File: src/hdl/mopshub_pkg.sv
`default_nettype none

package mopshub_pkg;

  // Hub sizes
  localparam int N_BUSES      = 8;
  localparam int BUS_W        = 3;
  localparam int MSG_W        = 76;
  localparam int COB_W        = 11;
  localparam int DATA_W       = 56;
  localparam int FRAME_W      = 68;

  // Start bit, payload, stop bit
  localparam int FRAME_CYCLES = 70;
  localparam int CNT_W        = $clog2(FRAME_CYCLES);

  // Cob id reserved for commands addressed to the hub
  localparam logic [COB_W-1:0] HUB_COB = 11'h000;

  // Hub command opcodes
  localparam logic [3:0] OP_POWER_ON  = 4'h1;
  localparam logic [3:0] OP_POWER_OFF = 4'h2;
  localparam logic [3:0] OP_STATUS    = 4'h3;

  // Downlink word seen as a bus frame
  typedef struct packed {
    logic [7:0]        bus_id;
    logic [COB_W-1:0]  cob_id;
    logic              rtr;
    logic [DATA_W-1:0] data;
  } frame_view;

  // Same word seen as a hub command
  typedef struct packed {
    logic [7:0]       bus_id;
    logic [COB_W-1:0] cob_id;
    logic [3:0]       opcode;
    logic [52:0]      arg;
  } cmd_view;

  // Both views share bus_id and cob_id at the same bit positions,
  // so the cob id alone tells which view applies
  typedef union packed {
    frame_view frame;
    cmd_view   cmd;
  } hub_msg_u;

endpackage

`default_nettype wire

File: src/hdl/bus_link_if.sv
`timescale 1ns/1ns
`default_nettype none

interface bus_link_if
  import mopshub_pkg::*;
();

  // Single-cycle strobe, fields valid while it is high
  logic              stb;
  logic [BUS_W-1:0]  bus_sel;
  logic [COB_W-1:0]  cob_id;
  logic              rtr;
  logic [DATA_W-1:0] data;

  modport src (
    output stb, bus_sel, cob_id, rtr, data
  );

  modport dst (
    input  stb, bus_sel, cob_id, rtr, data
  );

endinterface

`default_nettype wire

File: src/hdl/can_deserializer.sv
`timescale 1ns/1ns
`default_nettype none

module can_deserializer
  import mopshub_pkg::*;
(
  input  logic               clk_40,
  input  logic               rst,
  input  logic               rx,
  output logic               frame_stb,
  output logic [FRAME_W-1:0] frame
);

  logic               rx_q;
  logic               active;
  logic [CNT_W-1:0]   bit_cnt;
  logic [FRAME_W-1:0] shift;
  logic               stop_slot;

  // Bit after the last payload bit
  assign stop_slot = (bit_cnt == CNT_W'(FRAME_W));

  always_ff @(posedge clk_40)
  begin
    if (!rst)
    begin
      rx_q      <= 1'b1;
      active    <= 1'b0;
      bit_cnt   <= '0;
      frame_stb <= 1'b0;
    end
    else
    begin
      rx_q      <= rx;
      frame_stb <= 1'b0;
      if (!active)
      begin
        // Start bit is a fall from an idle line
        if (rx_q && !rx)
        begin
          active  <= 1'b1;
          bit_cnt <= '0;
        end
      end
      else if (stop_slot)
      begin
        active    <= 1'b0;
        frame_stb <= rx;    // low stop bit discards the frame
      end
      else
        bit_cnt <= bit_cnt + 1'b1;
    end
  end

  // LSB arrives first, so shift in from the top
  always_ff @(posedge clk_40)
  begin
    if (active && !stop_slot)
      shift <= {rx, shift[FRAME_W-1:1]};
  end

  assign frame = shift;

endmodule

`default_nettype wire

File: src/hdl/can_serializer.sv
`timescale 1ns/1ns
`default_nettype none

module can_serializer
  import mopshub_pkg::*;
(
  input  logic               clk_40,
  input  logic               rst,
  bus_link_if.dst            link,
  output logic               busy,
  output logic [N_BUSES-1:0] tx
);

  logic [FRAME_CYCLES-1:0] shift;
  logic [CNT_W-1:0]        bit_cnt;
  logic [BUS_W-1:0]        sel;

  always_ff @(posedge clk_40)
  begin
    if (!rst)
    begin
      busy    <= 1'b0;
      bit_cnt <= '0;
      tx      <= '1;
    end
    else
    begin
      // Lines idle high unless selected
      tx <= '1;
      if (busy)
      begin
        tx[sel] <= shift[0];
        if (bit_cnt == CNT_W'(FRAME_CYCLES - 1))
        begin
          busy    <= 1'b0;
          bit_cnt <= '0;
        end
        else
          bit_cnt <= bit_cnt + 1'b1;
      end
      else if (link.stb)
      begin
        busy    <= 1'b1;
        bit_cnt <= '0;
      end
    end
  end

  // Line order from bit 0 up: start, data, rtr, cob id, stop
  always_ff @(posedge clk_40)
  begin
    if (!busy && link.stb)
    begin
      shift <= {1'b1, link.cob_id, link.rtr, link.data, 1'b0};
      sel   <= link.bus_sel;
    end
    else if (busy)
      shift <= {1'b1, shift[FRAME_CYCLES-1:1]};
  end

endmodule

`default_nettype wire

File: src/hdl/downlink_dispatch.sv
`timescale 1ns/1ns
`default_nettype none

module downlink_dispatch
  import mopshub_pkg::*;
(
  input  logic               clk_40,
  input  logic               rst,
  input  logic               down_stb,
  input  hub_msg_u           down_word,
  input  logic               busy,
  bus_link_if.src            link,
  output logic               status_stb,
  output logic [N_BUSES-1:0] power_en,
  output logic [7:0]         drop_cnt
);

  logic             is_cmd;
  logic             bus_valid;
  logic [BUS_W-1:0] bus;
  logic             tx_busy;
  logic             accept;
  logic             drop;

  // Reserved cob id marks a command to the hub
  assign is_cmd    = (down_word.cmd.cob_id == HUB_COB);
  assign bus_valid = (down_word.frame.bus_id < 8'(N_BUSES));
  assign bus       = down_word.frame.bus_id[BUS_W-1:0];

  // A frame registered last cycle has not reached the serializer yet
  assign tx_busy = busy | link.stb;

  assign accept = down_stb & ~is_cmd & bus_valid & power_en[bus] & ~tx_busy;
  assign drop   = down_stb & ~is_cmd & ~accept;

  always_ff @(posedge clk_40)
  begin
    if (!rst)
    begin
      power_en   <= '0;
      status_stb <= 1'b0;
      drop_cnt   <= 8'd0;
      link.stb   <= 1'b0;
    end
    else
    begin
      status_stb <= 1'b0;
      link.stb   <= accept;
      if (down_stb && is_cmd)
      begin
        case (down_word.cmd.opcode)
          OP_POWER_ON:
            if (bus_valid)
              power_en[bus] <= 1'b1;
          OP_POWER_OFF:
            if (bus_valid)
              power_en[bus] <= 1'b0;
          OP_STATUS:
            status_stb <= 1'b1;
          default:
            ;
        endcase
      end
      // Saturates at 255
      if (drop && drop_cnt != 8'hff)
        drop_cnt <= drop_cnt + 8'd1;
    end
  end

  // Frame fields for the serializer
  always_ff @(posedge clk_40)
  begin
    if (accept)
    begin
      link.bus_sel <= bus;
      link.cob_id  <= down_word.frame.cob_id;
      link.rtr     <= down_word.frame.rtr;
      link.data    <= down_word.frame.data;
    end
  end

endmodule

`default_nettype wire

File: src/hdl/mopshub_core.sv
`timescale 1ns/1ns
`default_nettype none

module mopshub_core
  import mopshub_pkg::*;
(
  input  logic               clk_40,
  input  logic               rst,
  input  logic               down_stb,
  input  logic [MSG_W-1:0]   down_word,
  input  logic [N_BUSES-1:0] rx,
  output logic               up_stb,
  output logic [MSG_W-1:0]   up_word,
  output logic [N_BUSES-1:0] tx,
  output logic [N_BUSES-1:0] power_bus_en,
  output logic [7:0]         drop_cnt
);

  hub_msg_u                        down_msg;
  hub_msg_u                        up_msg;
  logic                            busy;
  logic                            status_stb;
  logic [N_BUSES-1:0]              rx_stb;
  logic [N_BUSES-1:0][FRAME_W-1:0] rx_frame;

  bus_link_if link ();

  assign down_msg = down_word;
  assign up_word  = up_msg;

  downlink_dispatch u_dispatch (
    .clk_40     (clk_40),
    .rst        (rst),
    .down_stb   (down_stb),
    .down_word  (down_msg),
    .busy       (busy),
    .link       (link.src),
    .status_stb (status_stb),
    .power_en   (power_bus_en),
    .drop_cnt   (drop_cnt)
  );

  can_serializer u_serializer (
    .clk_40 (clk_40),
    .rst    (rst),
    .link   (link.dst),
    .busy   (busy),
    .tx     (tx)
  );

  // One receiver per bus line
  for (genvar i = 0; i < N_BUSES; i++)
  begin : g_rx
    can_deserializer u_deserializer (
      .clk_40    (clk_40),
      .rst       (rst),
      .rx        (rx[i]),
      .frame_stb (rx_stb[i]),
      .frame     (rx_frame[i])
    );
  end

  uplink_arbiter u_arbiter (
    .clk_40     (clk_40),
    .rst        (rst),
    .rx_stb     (rx_stb),
    .rx_frame   (rx_frame),
    .status_stb (status_stb),
    .power_en   (power_bus_en),
    .up_stb     (up_stb),
    .up_word    (up_msg)
  );

endmodule

`default_nettype wire

File: src/hdl/uplink_arbiter.sv
`timescale 1ns/1ns
`default_nettype none

module uplink_arbiter
  import mopshub_pkg::*;
(
  input  logic                            clk_40,
  input  logic                            rst,
  input  logic [N_BUSES-1:0]              rx_stb,
  input  logic [N_BUSES-1:0][FRAME_W-1:0] rx_frame,
  input  logic                            status_stb,
  input  logic [N_BUSES-1:0]              power_en,
  output logic                            up_stb,
  output hub_msg_u                        up_word
);

  logic [N_BUSES-1:0] pending;
  logic [FRAME_W-1:0] slot [N_BUSES];
  logic               status_pend;
  logic [BUS_W-1:0]   last_gnt;
  logic               gnt_valid;
  logic [BUS_W-1:0]   gnt;
  logic [N_BUSES-1:0] clr_mask;
  hub_msg_u           status_word;
  hub_msg_u           frame_word;

  // Round-robin search starting one past the last bus granted;
  // descending loop so the nearest pending bus wins
  always_comb
  begin
    gnt_valid = 1'b0;
    gnt       = last_gnt;
    for (int k = N_BUSES; k >= 1; k--)
    begin
      if (pending[last_gnt + BUS_W'(k)])
      begin
        gnt_valid = 1'b1;
        gnt       = last_gnt + BUS_W'(k);
      end
    end
  end

  // Status reply takes the cycle ahead of any frame
  always_comb
  begin
    clr_mask = '0;
    if (!status_pend && gnt_valid)
      clr_mask[gnt] = 1'b1;
  end

  always_comb
  begin
    status_word.cmd.bus_id = 8'd0;
    status_word.cmd.cob_id = HUB_COB;
    status_word.cmd.opcode = OP_STATUS;
    status_word.cmd.arg    = 53'(power_en);
  end

  // Slot holds cob id, rtr and data in frame_view order
  assign frame_word = {8'(gnt), slot[gnt]};

  always_ff @(posedge clk_40)
  begin
    if (!rst)
    begin
      pending     <= '0;
      status_pend <= 1'b0;
      last_gnt    <= BUS_W'(N_BUSES - 1);
      up_stb      <= 1'b0;
    end
    else
    begin
      up_stb      <= status_pend | gnt_valid;
      status_pend <= status_stb;
      // A new frame keeps its slot pending even when granted this cycle
      pending     <= (pending & ~clr_mask) | rx_stb;
      if (!status_pend && gnt_valid)
        last_gnt <= gnt;
    end
  end

  always_ff @(posedge clk_40)
  begin
    up_word <= status_pend ? status_word : frame_word;
    for (int i = 0; i < N_BUSES; i++)
    begin
      if (rx_stb[i])
        slot[i] <= rx_frame[i];
    end
  end

endmodule

`default_nettype wire

File: config.mk
export PLATFORM = sky130hd
export DESIGN_NAME = mopshub_core
export DESIGN_NICKNAME = d
export VERILOG_FILES = /design/src/hdl/mopshub_pkg.sv /design/src/hdl/bus_link_if.sv /design/src/hdl/can_deserializer.sv /design/src/hdl/can_serializer.sv /design/src/hdl/downlink_dispatch.sv /design/src/hdl/mopshub_core.sv /design/src/hdl/uplink_arbiter.sv
export SDC_FILE = /design/constraint.sdc
export NUM_CORES = 1
export LEC_CHECK = 0
export ABC_CLOCK_PERIOD_IN_PS = 4600
export BUFFER_PORTS_ARGS = -buffer_cell sky130_fd_sc_hd__buf_2
export CORE_ASPECT_RATIO = 1.1
export CORE_UTILIZATION = 55
export DETAILED_ROUTE_END_ITERATION = 8
export PLACE_DENSITY = 0.76
export SLEW_MARGIN = 20
export SYNTH_ARGS = -nofsm -noshare
export SYNTH_HDL_FRONTEND = slang
export SYNTH_SLANG_ARGS = --single-unit
File: constraint.sdc
create_clock -name clk_40 -period 4.6 [get_ports clk_40]
set_clock_uncertainty 0.2 [all_clocks]
set_input_delay 0 -clock clk_40 [delete_from_list [all_inputs] [get_ports clk_40]]
set_output_delay 0 -clock clk_40 [all_outputs]
set_load 0.02 [all_outputs]
==> results of run 1 <==
==> cell type report <==
type,instances,area share (%)
clock buffer,180,6.31
tap,1170,2.51
antenna,2,0.00857
timing repair buffer,396,5.30
multi-input combinational,1066,14.3
clock inverter,65,1.13
sequential,1429,70.2
inverter,41,0.281
==> logic make-up (layout without fill, tap and decap cells) <==
logic type               count (synthesis)  count (layout)  share of synthesized area (%)
adder cells (fa/ha/maj)                 21              21                          0.527
other                                    1               7                        0.00752
multiplexers                           319             319                           6.77
AND/OR/NAND/NOR                        346             346                           3.49
XOR/XNOR                                33              33                          0.579
AO/OA/AOI/OAI                          342             342                           5.24
buffers and inverters                  142             682                           1.37
flip-flops                            1429            1429                           82.0
==> worst max-delay path: cells and delay by family (launching register included) <==
family	cells	cell delay (ns)
and+or+nand+nor	1	0.16
DFF	1	0.35
muxes	3	1.37
adders and majority gates	1	0.65
buffers and inverters	2	0.51
AOI/OAI and AO/OA	3	1.07
==> stage by stage <==
step	hold WS, ns	setup WS [ns]
global placement	-0.0218	0.538
detailed placement	-0.0216	0.351
global route	0.0735	0.0753
finish	0.0897	0.193
CTS	0.00789	0.271
floorplan	-0.101	0.489
==> routing by layer <==
layer | track usage, % | part of all wire (%) | up-vias | routed length (µm)
met5 | 0 | 0.0076 | - | 8
met4 | 9.01 | 3.2 | 2 | 3380
met3 | 4.22 | 6.4 | 235 | 6690
met2 | 39.4 | 52 | 1086 | 54300
met1 | 29.1 | 39 | 13100 | 41000
li1 | - | - | 11200 | -
==> path summary, 6_finish.rpt <==
check | start | cells past startpoint | slack [ns] | end
setup reg to reg | u_arbiter.last_gnt[1] | 10 | 0.19 | u_arbiter.up_word[7]
setup / recovery | u_arbiter.last_gnt[1] | 10 | 0.19 | u_arbiter.up_word[7]
hold reg to reg | u_dispatch.link.bus_sel[2] | 0 | 0.22 | u_serializer.sel[2]
hold / removal | rx[3] | 5 | 0.09 | g_rx[3].u_deserializer.bit_cnt[2]
==> power breakdown <==
group          internal (mW)  switching, mW  total, mW  leakage, nW
Clock                   6.10           4.73       10.8         2.12
Sequential              14.4          0.173       14.6         12.8
Combinational          0.179          0.350      0.529         6.01
==> cells in the final DEF (no fill, tap or decap), types with 8 or more instances in the layout <==
cell type	synthesis	routed
edfxtp_1	1230	1230
mux2i_1	283	283
dfxtp_1	199	190
buf_2	37	182
dlygate4sd3_1	0	168
clkbuf_16	0	133
nor2_1	99	99
nand2_1	80	78
a22o_1	69	69
o221ai_1	67	67
a21oi_1	61	61
o22a_1	58	58
nand3_1	45	44
buf_4	16	34
o21ai_0	33	33
inv_1	39	31
clkbuf_1	36	29
xor2_1	24	24
clkinv_2	0	22
mux2_2	21	21
ha_1	21	21
clkinv_1	1	18
clkbuf_8	0	18
nand2b_1	16	16
and3_1	16	15
nand4_1	13	13
mux4_2	12	12
nor3b_1	12	12
nor4b_1	10	10
xnor2_1	9	9
o21a_1	9	9
buf_12	0	9
or3b_2	8	8
and2_1	9	8
dfxtp_4	0	8
==> state kept, by name, summed over array words and instances (netlist names), 3 cells and up, named ones only <==
name                           cells
g_rx.u_deserializer.active         8
u_serializer.shift                69
u_serializer.tx                    8
u_serializer.sel                   3
u_arbiter.last_gnt                 3
u_arbiter.pending                  8
u_dispatch.drop_cnt                8
u_serializer.bit_cnt               7
g_rx.u_deserializer.frame        544
u_dispatch.link.cob_id            11
g_rx.u_deserializer.rx_q           8
g_rx.u_deserializer.bit_cnt       56
u_arbiter.up_word                 71
u_arbiter.slot                   544
u_dispatch.link.bus_sel            3
u_dispatch.link.data              56
g_rx.u_deserializer.frame_stb      8
==> timing repair <==
action                                  CTS  global route
endpoints found under the setup margin    0             0
hold endpoints to repair                193             0
hold buffers                            168             0
==> results.tsv, run 1 <==
metric	value	unit
fmax	0.227	GHz
die_width	289	µm
postRouteAntennaNets	0	
final_cell_area	58400	µm²
dp_cells	3932	
globalRouteTotalUtil	23.0	%
cts_tree	done	
path_max_fanout	16	
fill_cells	5613	
core	89600	µm²
wire_per_inst	24.2	µm
nNetsFinal	3175	
finalSetupViolations	0	
dp_hpwl	58.5	mm
placementRows	115	
synth-async-reset-ratio	0	%
critical_path_class	reg -> reg	
leakagePower	20.9	nW
die_height	318	µm
drive_gt1_share	15.9	%
synthTopCellsByArea	edfxtp_1, dfxtp_1, mux2i_1	
grt_overflow_total	0	
dieArea	91900	µm²
cts-root-buf	clkbuf_16	
routed_wl	105	mm
initialDrtViolationCount	2290	
grt_pass1_vias	26700	
post_dp_cell_area	52300	µm²
multiInputGateArea	8350	µm²
critPathMaxStageDelay	0.71	ns
relSlewSlack	35.2	%
clkTransAtPathRegs	0.07	ns
first_pass_iters	6	
synth.avg_cell_area	18.9	µm²
cts_buffers	133	
cts_resized	0	
clock_sinks	1429	
synth.most_common_cell	edfxtp_1	
min_path_type	in -> reg	
syn_area	49900	µm²
netlist.area_leader.share	74.0	%
postSynthCellCount	2633	
finalSetupTns	0	ns
yosys.area.top_type	edfxtp_1	
status	completed	
ios	188	
crit_arrival	4.83	ns
startpoint_type	flip-flop	
regArea	41000	µm²
syn_to_final_growth	17.0	%
vias	25600	
power	26.0	mW
gp_congestion	0.905	
fin_crit_sh	95.8	%
synth-edff-count	1230	
synth-seq-area-share	82.0	%
htreeDepth	4	
ys.flop_type	edfxtp_1	
final-hold-violation-count	0	
clk_latency	0.74	ns
cp-end-kind	flip-flop	
final_core_util	65.1	%
ir_worst_vdd	0.375	mV
cts_buffer_depth	3	
rsz0062_at_grt	no	
powerDensity	445	nW/µm²
viasPerCell	5.90	
initial_core_util	55.7	%
synth_common_cells	edfxtp_1, mux2i_1, dfxtp_1	
grt_antenna_before_repair	4	
maxCapViolations	0	
slowest_stage	o311ai_4	
synthDistinctLibCells	65	
grt_max_degree	78	
path_cells	inv_1 -> ha_1 -> mux4_2 -> mux2_4 -> nor2_1 -> a21oi_1 -> o311ai_4 -> buf_4 -> mux2_2 -> o221ai_1	
ys_ff_latch	1429	
critPathRequiredTime	5.02	ns
tightestPinTransition	0.973	ns
yosys_warnings	0	
post_cts_buffers	0	
stdcell_count	4349	
slew_viol_final	0	
post-route-min-period	4.41	ns
drc_errors	0	
port_buffers	182	
grt_pass1_wl	159	mm
Note: power is estimated with default switching activity, not from simulation.
==> run 2, diff against run 1 <==
- CELL_PAD_IN_SITES_DETAIL_PLACEMENT: default -> 1
- CELL_PAD_IN_SITES_GLOBAL_PLACEMENT: default -> 1
- CORE_UTILIZATION: 55 -> 48
- PLACE_DENSITY: 0.76 -> default
- PLACE_DENSITY_LB_ADDON: default -> 0.1
==> results.tsv, run 2 (same netlist as run 1, synthesis figures left out) <==
metric	value	unit	change
min_to	g_rx[1].u_deserializer.active		
status	completed		
cp-end-kind	flip-flop		
drc_errors	0		unchanged
routed_wl	116	mm	+9.8%
die_width	309	µm	+7.0%
fin_crit_sh	94.6	%	-1.2 points
port_buffers	182		unchanged
wl_met3	4.53	mm	-32%
slew_viol_final	0		unchanged
viasPerCell	5.53		-6.1%
whs_path_depth	4		-1
layout_commonest_cell	edfxtp_1		
grt_pass1_wl	174	mm	+9.8%
postRouteAntennaNets	0		unchanged
ios	188		unchanged
nNetsFinal	3179		+0.13%
vias	25300		-1.3%
clock_sinks	1429		unchanged
final_core_util	57.3	%	-7.8 points
syn_to_final_growth	18.0	%	
grt_overflow_total	0		unchanged
regToRegEndpoint	u_arbiter.up_word[43]		
routed.top_layer	met4		
p_clk_share	43.2	%	+1.5 points
maxCapViolations	0		unchanged
first_pass_iters	5		-1
core	103000	µm²	+15%
globalRouteTotalUtil	22.4	%	-0.66 points
finalSetupViolations	0		unchanged
layout_setup_ws	0.247	ns	+0.0543 ns
combPwrFrac	2.0	%	about the same
post_cts_buffers	0		unchanged
startpoint_type	flip-flop		
finalSetupTns	0	ns	unchanged
placementRows	123		+7.0%
r2r_cells	11		+1
cts-root-buf	clkbuf_16		
grt_antenna_before_repair	4		unchanged
wire_per_inst	25.3	µm	+4.5%
regToRegSetupSlack	0.25	ns	+0.05 ns
switchingPower	5.54	mW	+5.4%
gp_congestion	0.786		-13%
cts_buffer_depth	3		unchanged
relSlewSlack	25.9	%	-9.3 points
grt_pass1_vias	27900		+4.5%
die_height	340	µm	+7.0%
cts_tree	done		
leakagePower	21.0	nW	+0.58%
wl_met1	48.7	mm	+19%
path_max_fanout	58		+42
initialDrtViolationCount	1483		-35%
multiInputGateArea	8350	µm²	unchanged
final-hold-violation-count	0		unchanged
ir_worst_vdd	0.338	mV	-10%
fmax	0.230	GHz	+1.2%
powerDensity	453	nW/µm²	+1.9%
post-route-min-period	4.35	ns	-0.0543 ns
dp_hpwl	66.6	mm	+14%
drive_gt1_share	16.0	%	+0.14 points
mostFrequentLayoutCells	edfxtp_1, mux2i_1, dfxtp_1		
min_path_type	in -> reg		
initial_core_util	48.6	%	-7.1 points
grt_max_degree	78		unchanged
critical_path_class	reg -> reg		
p_int	21.1	mW	+2.1%
swShare	20.8	%	+0.51 points
clkTransAtPathRegs	0.06	ns	about the same
critPathRequiredTime	5.00	ns	-0.02 ns
cts_buffers	144		+8.3%
stdcell_count	4571		+5.1%
wl_met2	59.8	mm	+10%
htreeDepth	4		unchanged
tightestPinTransition	1.11	ns	+0.139 ns
crit_arrival	4.75	ns	-0.08 ns
min_from	rx[1]		
r2r-start	u_arbiter.last_gnt[0]		
p_seq_share	54.7	%	-1.5 points
rsz0062_at_grt	no		
fill_cells	9086		+62%
dp_cells	4134		+5.1%
clk_latency	0.75	ns	about the same
dieArea	105000	µm²	+14%
regArea	41000	µm²	unchanged
pre_cts_ws	0.306	ns	-0.0457 ns
run 2: cell types whose count changed in the layout (fill, tap and decap cells not counted), moves of 2 or more:
cell           previous run  this run
clkinv_1                 18        21
clkinv_16                 1         3
inv_2                     4         2
clkbuf_16               133       146
clkbuf_1                 29        38
clkinvlp_4                5         2
bufinv_16                 7         9
clkbuf_8                 18         6
buf_4                    34        32
clkinv_2                 22        35
buf_16                    2         0
dlygate4sd3_1           168       165
run 2: per-stage QoR:
stage / cell area [µm²] / hold slack (ns) / power, mW
global route: 58900 / 0.0516 / 27.4
CTS: 58800 / 0.00356 / 26.9
floorplan: 49900 / -0.101 / 15.0
global placement: 52500 / -0.0221 / 15.3
detailed placement: 52500 / -0.0216 / 15.3
finish: 58900 / 0.0536 / 26.7
run 2: power by group through the flow:
stage | combinational (mW) | sequential [mW] | clock [mW]
5_1_grt | 0.588 | 14.6 | 12.2
2_1_floorplan | 0.217 | 14.8 | 0
6_report | 0.540 | 14.6 | 11.5
4_1_cts | 0.540 | 14.6 | 11.7
3_3_place_gp | 0.403 | 14.9 | 0
3_5_place_dp | 0.428 | 14.9 | 0
run 2: layer usage:
metal | global-route usage, % | vias up
met5 | 0 | -
met4 | 6.88 | 0
met3 | 3.57 | 184
met2 | 39.0 | 551
met1 | 28.7 | 13300
li1 | - | 11300
run 2: cell type report:
| class | instances | share of cell area (%) |
|---|---|---|
| Antenna cell | 3 | 0.0128 |
| Clock buffer | 190 | 6.59 |
| Clock inverter | 78 | 1.35 |
| Inverter | 41 | 0.285 |
| Multi-Input combinational cell | 1066 | 14.2 |
| Sequential cell | 1429 | 69.6 |
| Tap cell | 1375 | 2.92 |
| Timing Repair Buffer | 389 | 5.09 |
run 2: worst max-delay path: stages, from the launching register on:
cell and delay (ns):
dfxtp_1 0.32, buf_4 0.22, ha_1 0.34, xnor2_1 0.51
mux2_2 0.43, a2111oi_2 0.52, o311ai_1 0.17, and3_2 0.24
nand3_2 0.07, buf_4 0.72, o22a_1 0.24, o221ai_1 0.14
run 2: how the worst max path moves through the flow:
stage	from	to	slack, ns
4_1_cts	u_arbiter.last_gnt[0]	u_arbiter.up_word[16]	0.22
3_3_place_gp	u_arbiter.last_gnt[0]	u_arbiter.up_word[42]	0.46
2_1_floorplan	u_serializer.busy	u_dispatch.drop_cnt[5]	0.49
3_5_place_dp	u_arbiter.last_gnt[0]	u_arbiter.up_word[11]	0.31
5_1_grt	u_arbiter.last_gnt[0]	u_arbiter.up_word[16]	0.05
6_report	u_arbiter.last_gnt[0]	u_arbiter.up_word[43]	0.25
run 2: repair_timing:
item,CTS,global route
setup endpoints to repair,0,12
hold buffers,165,0
endpoints found under the hold margin,190,0
resized for setup,0,1
==> run 3, diff against run 2 <==
- CORE_MARGIN: default -> 2
- SYNTH_HIERARCHICAL: default -> 1
==> results.tsv, run 3 <==
metric	value	unit	change
synthTopCellsByArea	edfxtp_1, dfxtp_1, mux2i_1		
yosys_warnings	6		+6
post_cts_buffers	0		unchanged
mostFrequentLayoutCells	edfxtp_1, nand2_1, mux2i_1		
status	completed		
p_int	21.6	mW	+2.1%
initialDrtViolationCount	2249		+52%
synth.most_common_cell	edfxtp_1		
ctsHoldBuffers	170		+3.0%
globalRouteTotalUtil	22.6	%	+0.19 points
dp_hpwl	75.7	mm	+14%
clock_sinks	1429		unchanged
maxCapViolations	0		unchanged
grt_pass1_vias	31200		+12%
grt_pass1_wl	191	mm	+9.7%
regToRegEndpoint	u_arbiter/up_word[7]		
ir_worst_vdd	0.328	mV	-2.9%
cts_tree	done		
ios	188		unchanged
cp-end-kind	flip-flop		
grt_antenna_before_repair	0		-4
drc_errors	0		unchanged
die_height	350	µm	+2.8%
first_pass_iters	7		+2
finalSetupTns	0	ns	unchanged
tightestPinTransition	1.08	ns	-0.0357 ns
r2r-start	u_arbiter/last_gnt[1]		
htreeDepth	4		unchanged
routed_wl	125	mm	+7.9%
port_buffers	182		unchanged
gp_congestion	0.843		+7.2%
syn_area	52100	µm²	+4.5%
placementRows	126		+2.4%
startpoint_type	flip-flop		
finalSetupViolations	0		unchanged
min_path_type	in -> reg		
ys_ff_latch	1429		unchanged
syn_to_final_growth	17.6	%	
yosys.area.top_type	edfxtp_1		
path_max_fanout	12		-79%
grt_overflow_total	0		unchanged
leakagePower	21.0	nW	about the same
cts_resized	0		unchanged
p_seq_share	54.2	%	-0.5 points
wire_per_inst	24.5	µm	-3.3%
num_antenna_cells	0		-3
p_clk_share	43.6	%	+0.4 points
final-hold-violation-count	0		unchanged
cts-root-buf	clkbuf_16		
switchingPower	5.42	mW	-2.2%
powerDensity	441	nW/µm²	-2.8%
whs_path_depth	5		+1
final_cell_area	61300	µm²	+4.1%
slew_viol_final	0		unchanged
dieArea	111000	µm²	+5.7%
netlist.area_leader.share	70.9	%	-3.2 points
postSynthCellCount	3139		+19%
cts_buffers	144		unchanged
critical_path_class	reg -> reg		
synth-async-reset-ratio	0	%	unchanged
post_dp_cell_area	54800	µm²	+4.3%
postRouteAntennaNets	0		unchanged
combPwrFrac	2.1	%	about the same
relSlewSlack	27.7	%	+1.8 points
post-route-min-period	4.42	ns	+0.0673 ns
layout_commonest_cell	edfxtp_1		
die_width	318	µm	+2.8%
fin_crit_sh	96.1	%	+1.5 points
core	108000	µm²	+4.7%
viasPerCell	5.64		+1.8%
synth_common_cells	edfxtp_1, nand2_1, mux2i_1		
r2r_cells	10		-1
critPathRequiredTime	5.05	ns	+0.05 ns
fmax	0.226	GHz	-1.5%
cts_buffer_depth	3		unchanged
ys.flop_type	edfxtp_1		
grt_max_degree	94		+21%
swShare	20.1	%	-0.69 points
regToRegSetupSlack	0.18	ns	-0.07 ns
drive_gt1_share	15.5	%	-0.50 points
min_from	down_word[55]		
synth-seq-area-share	78.5	%	-3.5 points
synthDistinctLibCells	88		+35%
nNetsFinal	3678		+16%
vias	28700		+14%
rsz0062_at_grt	no		
clkTransAtPathRegs	0.06	ns	about the same
clk_latency	0.74	ns	about the same
synth.avg_cell_area	16.6	µm²	-12%
synth-edff-count	1230		unchanged
initial_core_util	48.5	%	-0.12 points
crit_arrival	4.87	ns	+0.12 ns
## run 3: power by group through the flow
stage	Sequential, mW	Combinational (mW)	Clock (mW)
floorplan	14.8	0.257	0
finish	14.6	0.576	11.8
CTS	14.6	0.581	12.0
global route	14.7	0.632	12.5
global placement	14.9	0.438	0
detailed placement	14.9	0.469	0
## run 3: worst max-delay path by stage
| stage | startpoint | end | slack, ns | depth (start not counted) |
|---|---|---|---|---|
| finish | u_arbiter/last_gnt[1] | u_arbiter/up_word[7] | 0.18 | 10 |
| global route | u_arbiter/last_gnt[1] | u_arbiter/up_word[58] | 0.05 | 11 |
| CTS | u_arbiter/last_gnt[1] | u_arbiter/up_word[43] | 0.28 | 11 |
| detailed placement | u_arbiter/last_gnt[1] | u_arbiter/up_word[58] | 0.31 | 11 |
| global placement | u_arbiter/last_gnt[1] | u_arbiter/up_word[44] | 0.43 | 11 |
| floorplan | u_arbiter/last_gnt[1] | u_arbiter/up_word[7] | 0.38 | 14 |
## run 3: critical path, stage by stage (launching register included)
cell	delay, ns
dfxtp_1	0.34
inv_1	0.13
ha_1	0.57
mux4_1	0.52
nand2_1	0.18
nor3_1	0.07
a211oi_1	0.62
a211oi_1	0.24
nor3_1	0.90
a222oi_1	0.29
a41oi_1	0.28
## run 3: kinds of logic (layout without fill, tap and decap cells)
| logic type | after synthesis | count (layout) | share of synthesized area (%) |
|---|---|---|---|
| simple gates | 822 | 822 | 7.70 |
| xor+xnor | 7 | 7 | 0.118 |
| flops | 1429 | 1429 | 78.5 |
| fa+ha+maj | 21 | 21 | 0.504 |
| mux | 269 | 269 | 5.55 |
| other cells | 1 | 5 | 0.00719 |
| buf+inv | 204 | 751 | 2.13 |
| compound gates | 386 | 386 | 5.49 |
## run 3: routing by layer
layer	vias up	share of wire [%]	track usage (%)
met5	-	0	0
met4	0	2.2	6.73
met3	164	3.7	3.24
met2	633	51	39.0
met1	15000	44	29.8
li1	12900	-	-
## run 3: layout make-up
cell class / count / area (µm²)
Inverter: 67 / 259
Tap cell: 1408 / 1760
Timing Repair Buffer: 418 / 3350
Clock buffer: 204 / 4070
Clock inverter: 62 / 733
Fill cell: 9807 / 46200
Multi-Input combinational cell: 1510 / 10200
Sequential cell: 1429 / 41000
## run 3: metrics by stage
| step | util (%) | worst slack, ns | hold WS [ns] | power [mW] | std cells |
|---|---|---|---|---|---|
| global placement | 50.9 | 0.426 | -0.0203 | 15.3 | 4662 |
| CTS | 57.0 | 0.276 | 0.0121 | 27.3 | 5098 |
| finish | 57.0 | 0.179 | 0.0686 | 27.0 | 5098 |
| floorplan | - | 0.381 | -0.138 | 15.1 | 3143 |
| detailed placement | 50.9 | 0.307 | -0.0210 | 15.4 | 4662 |
| global route | 57.0 | 0.0502 | 0.0586 | 27.8 | 5098 |
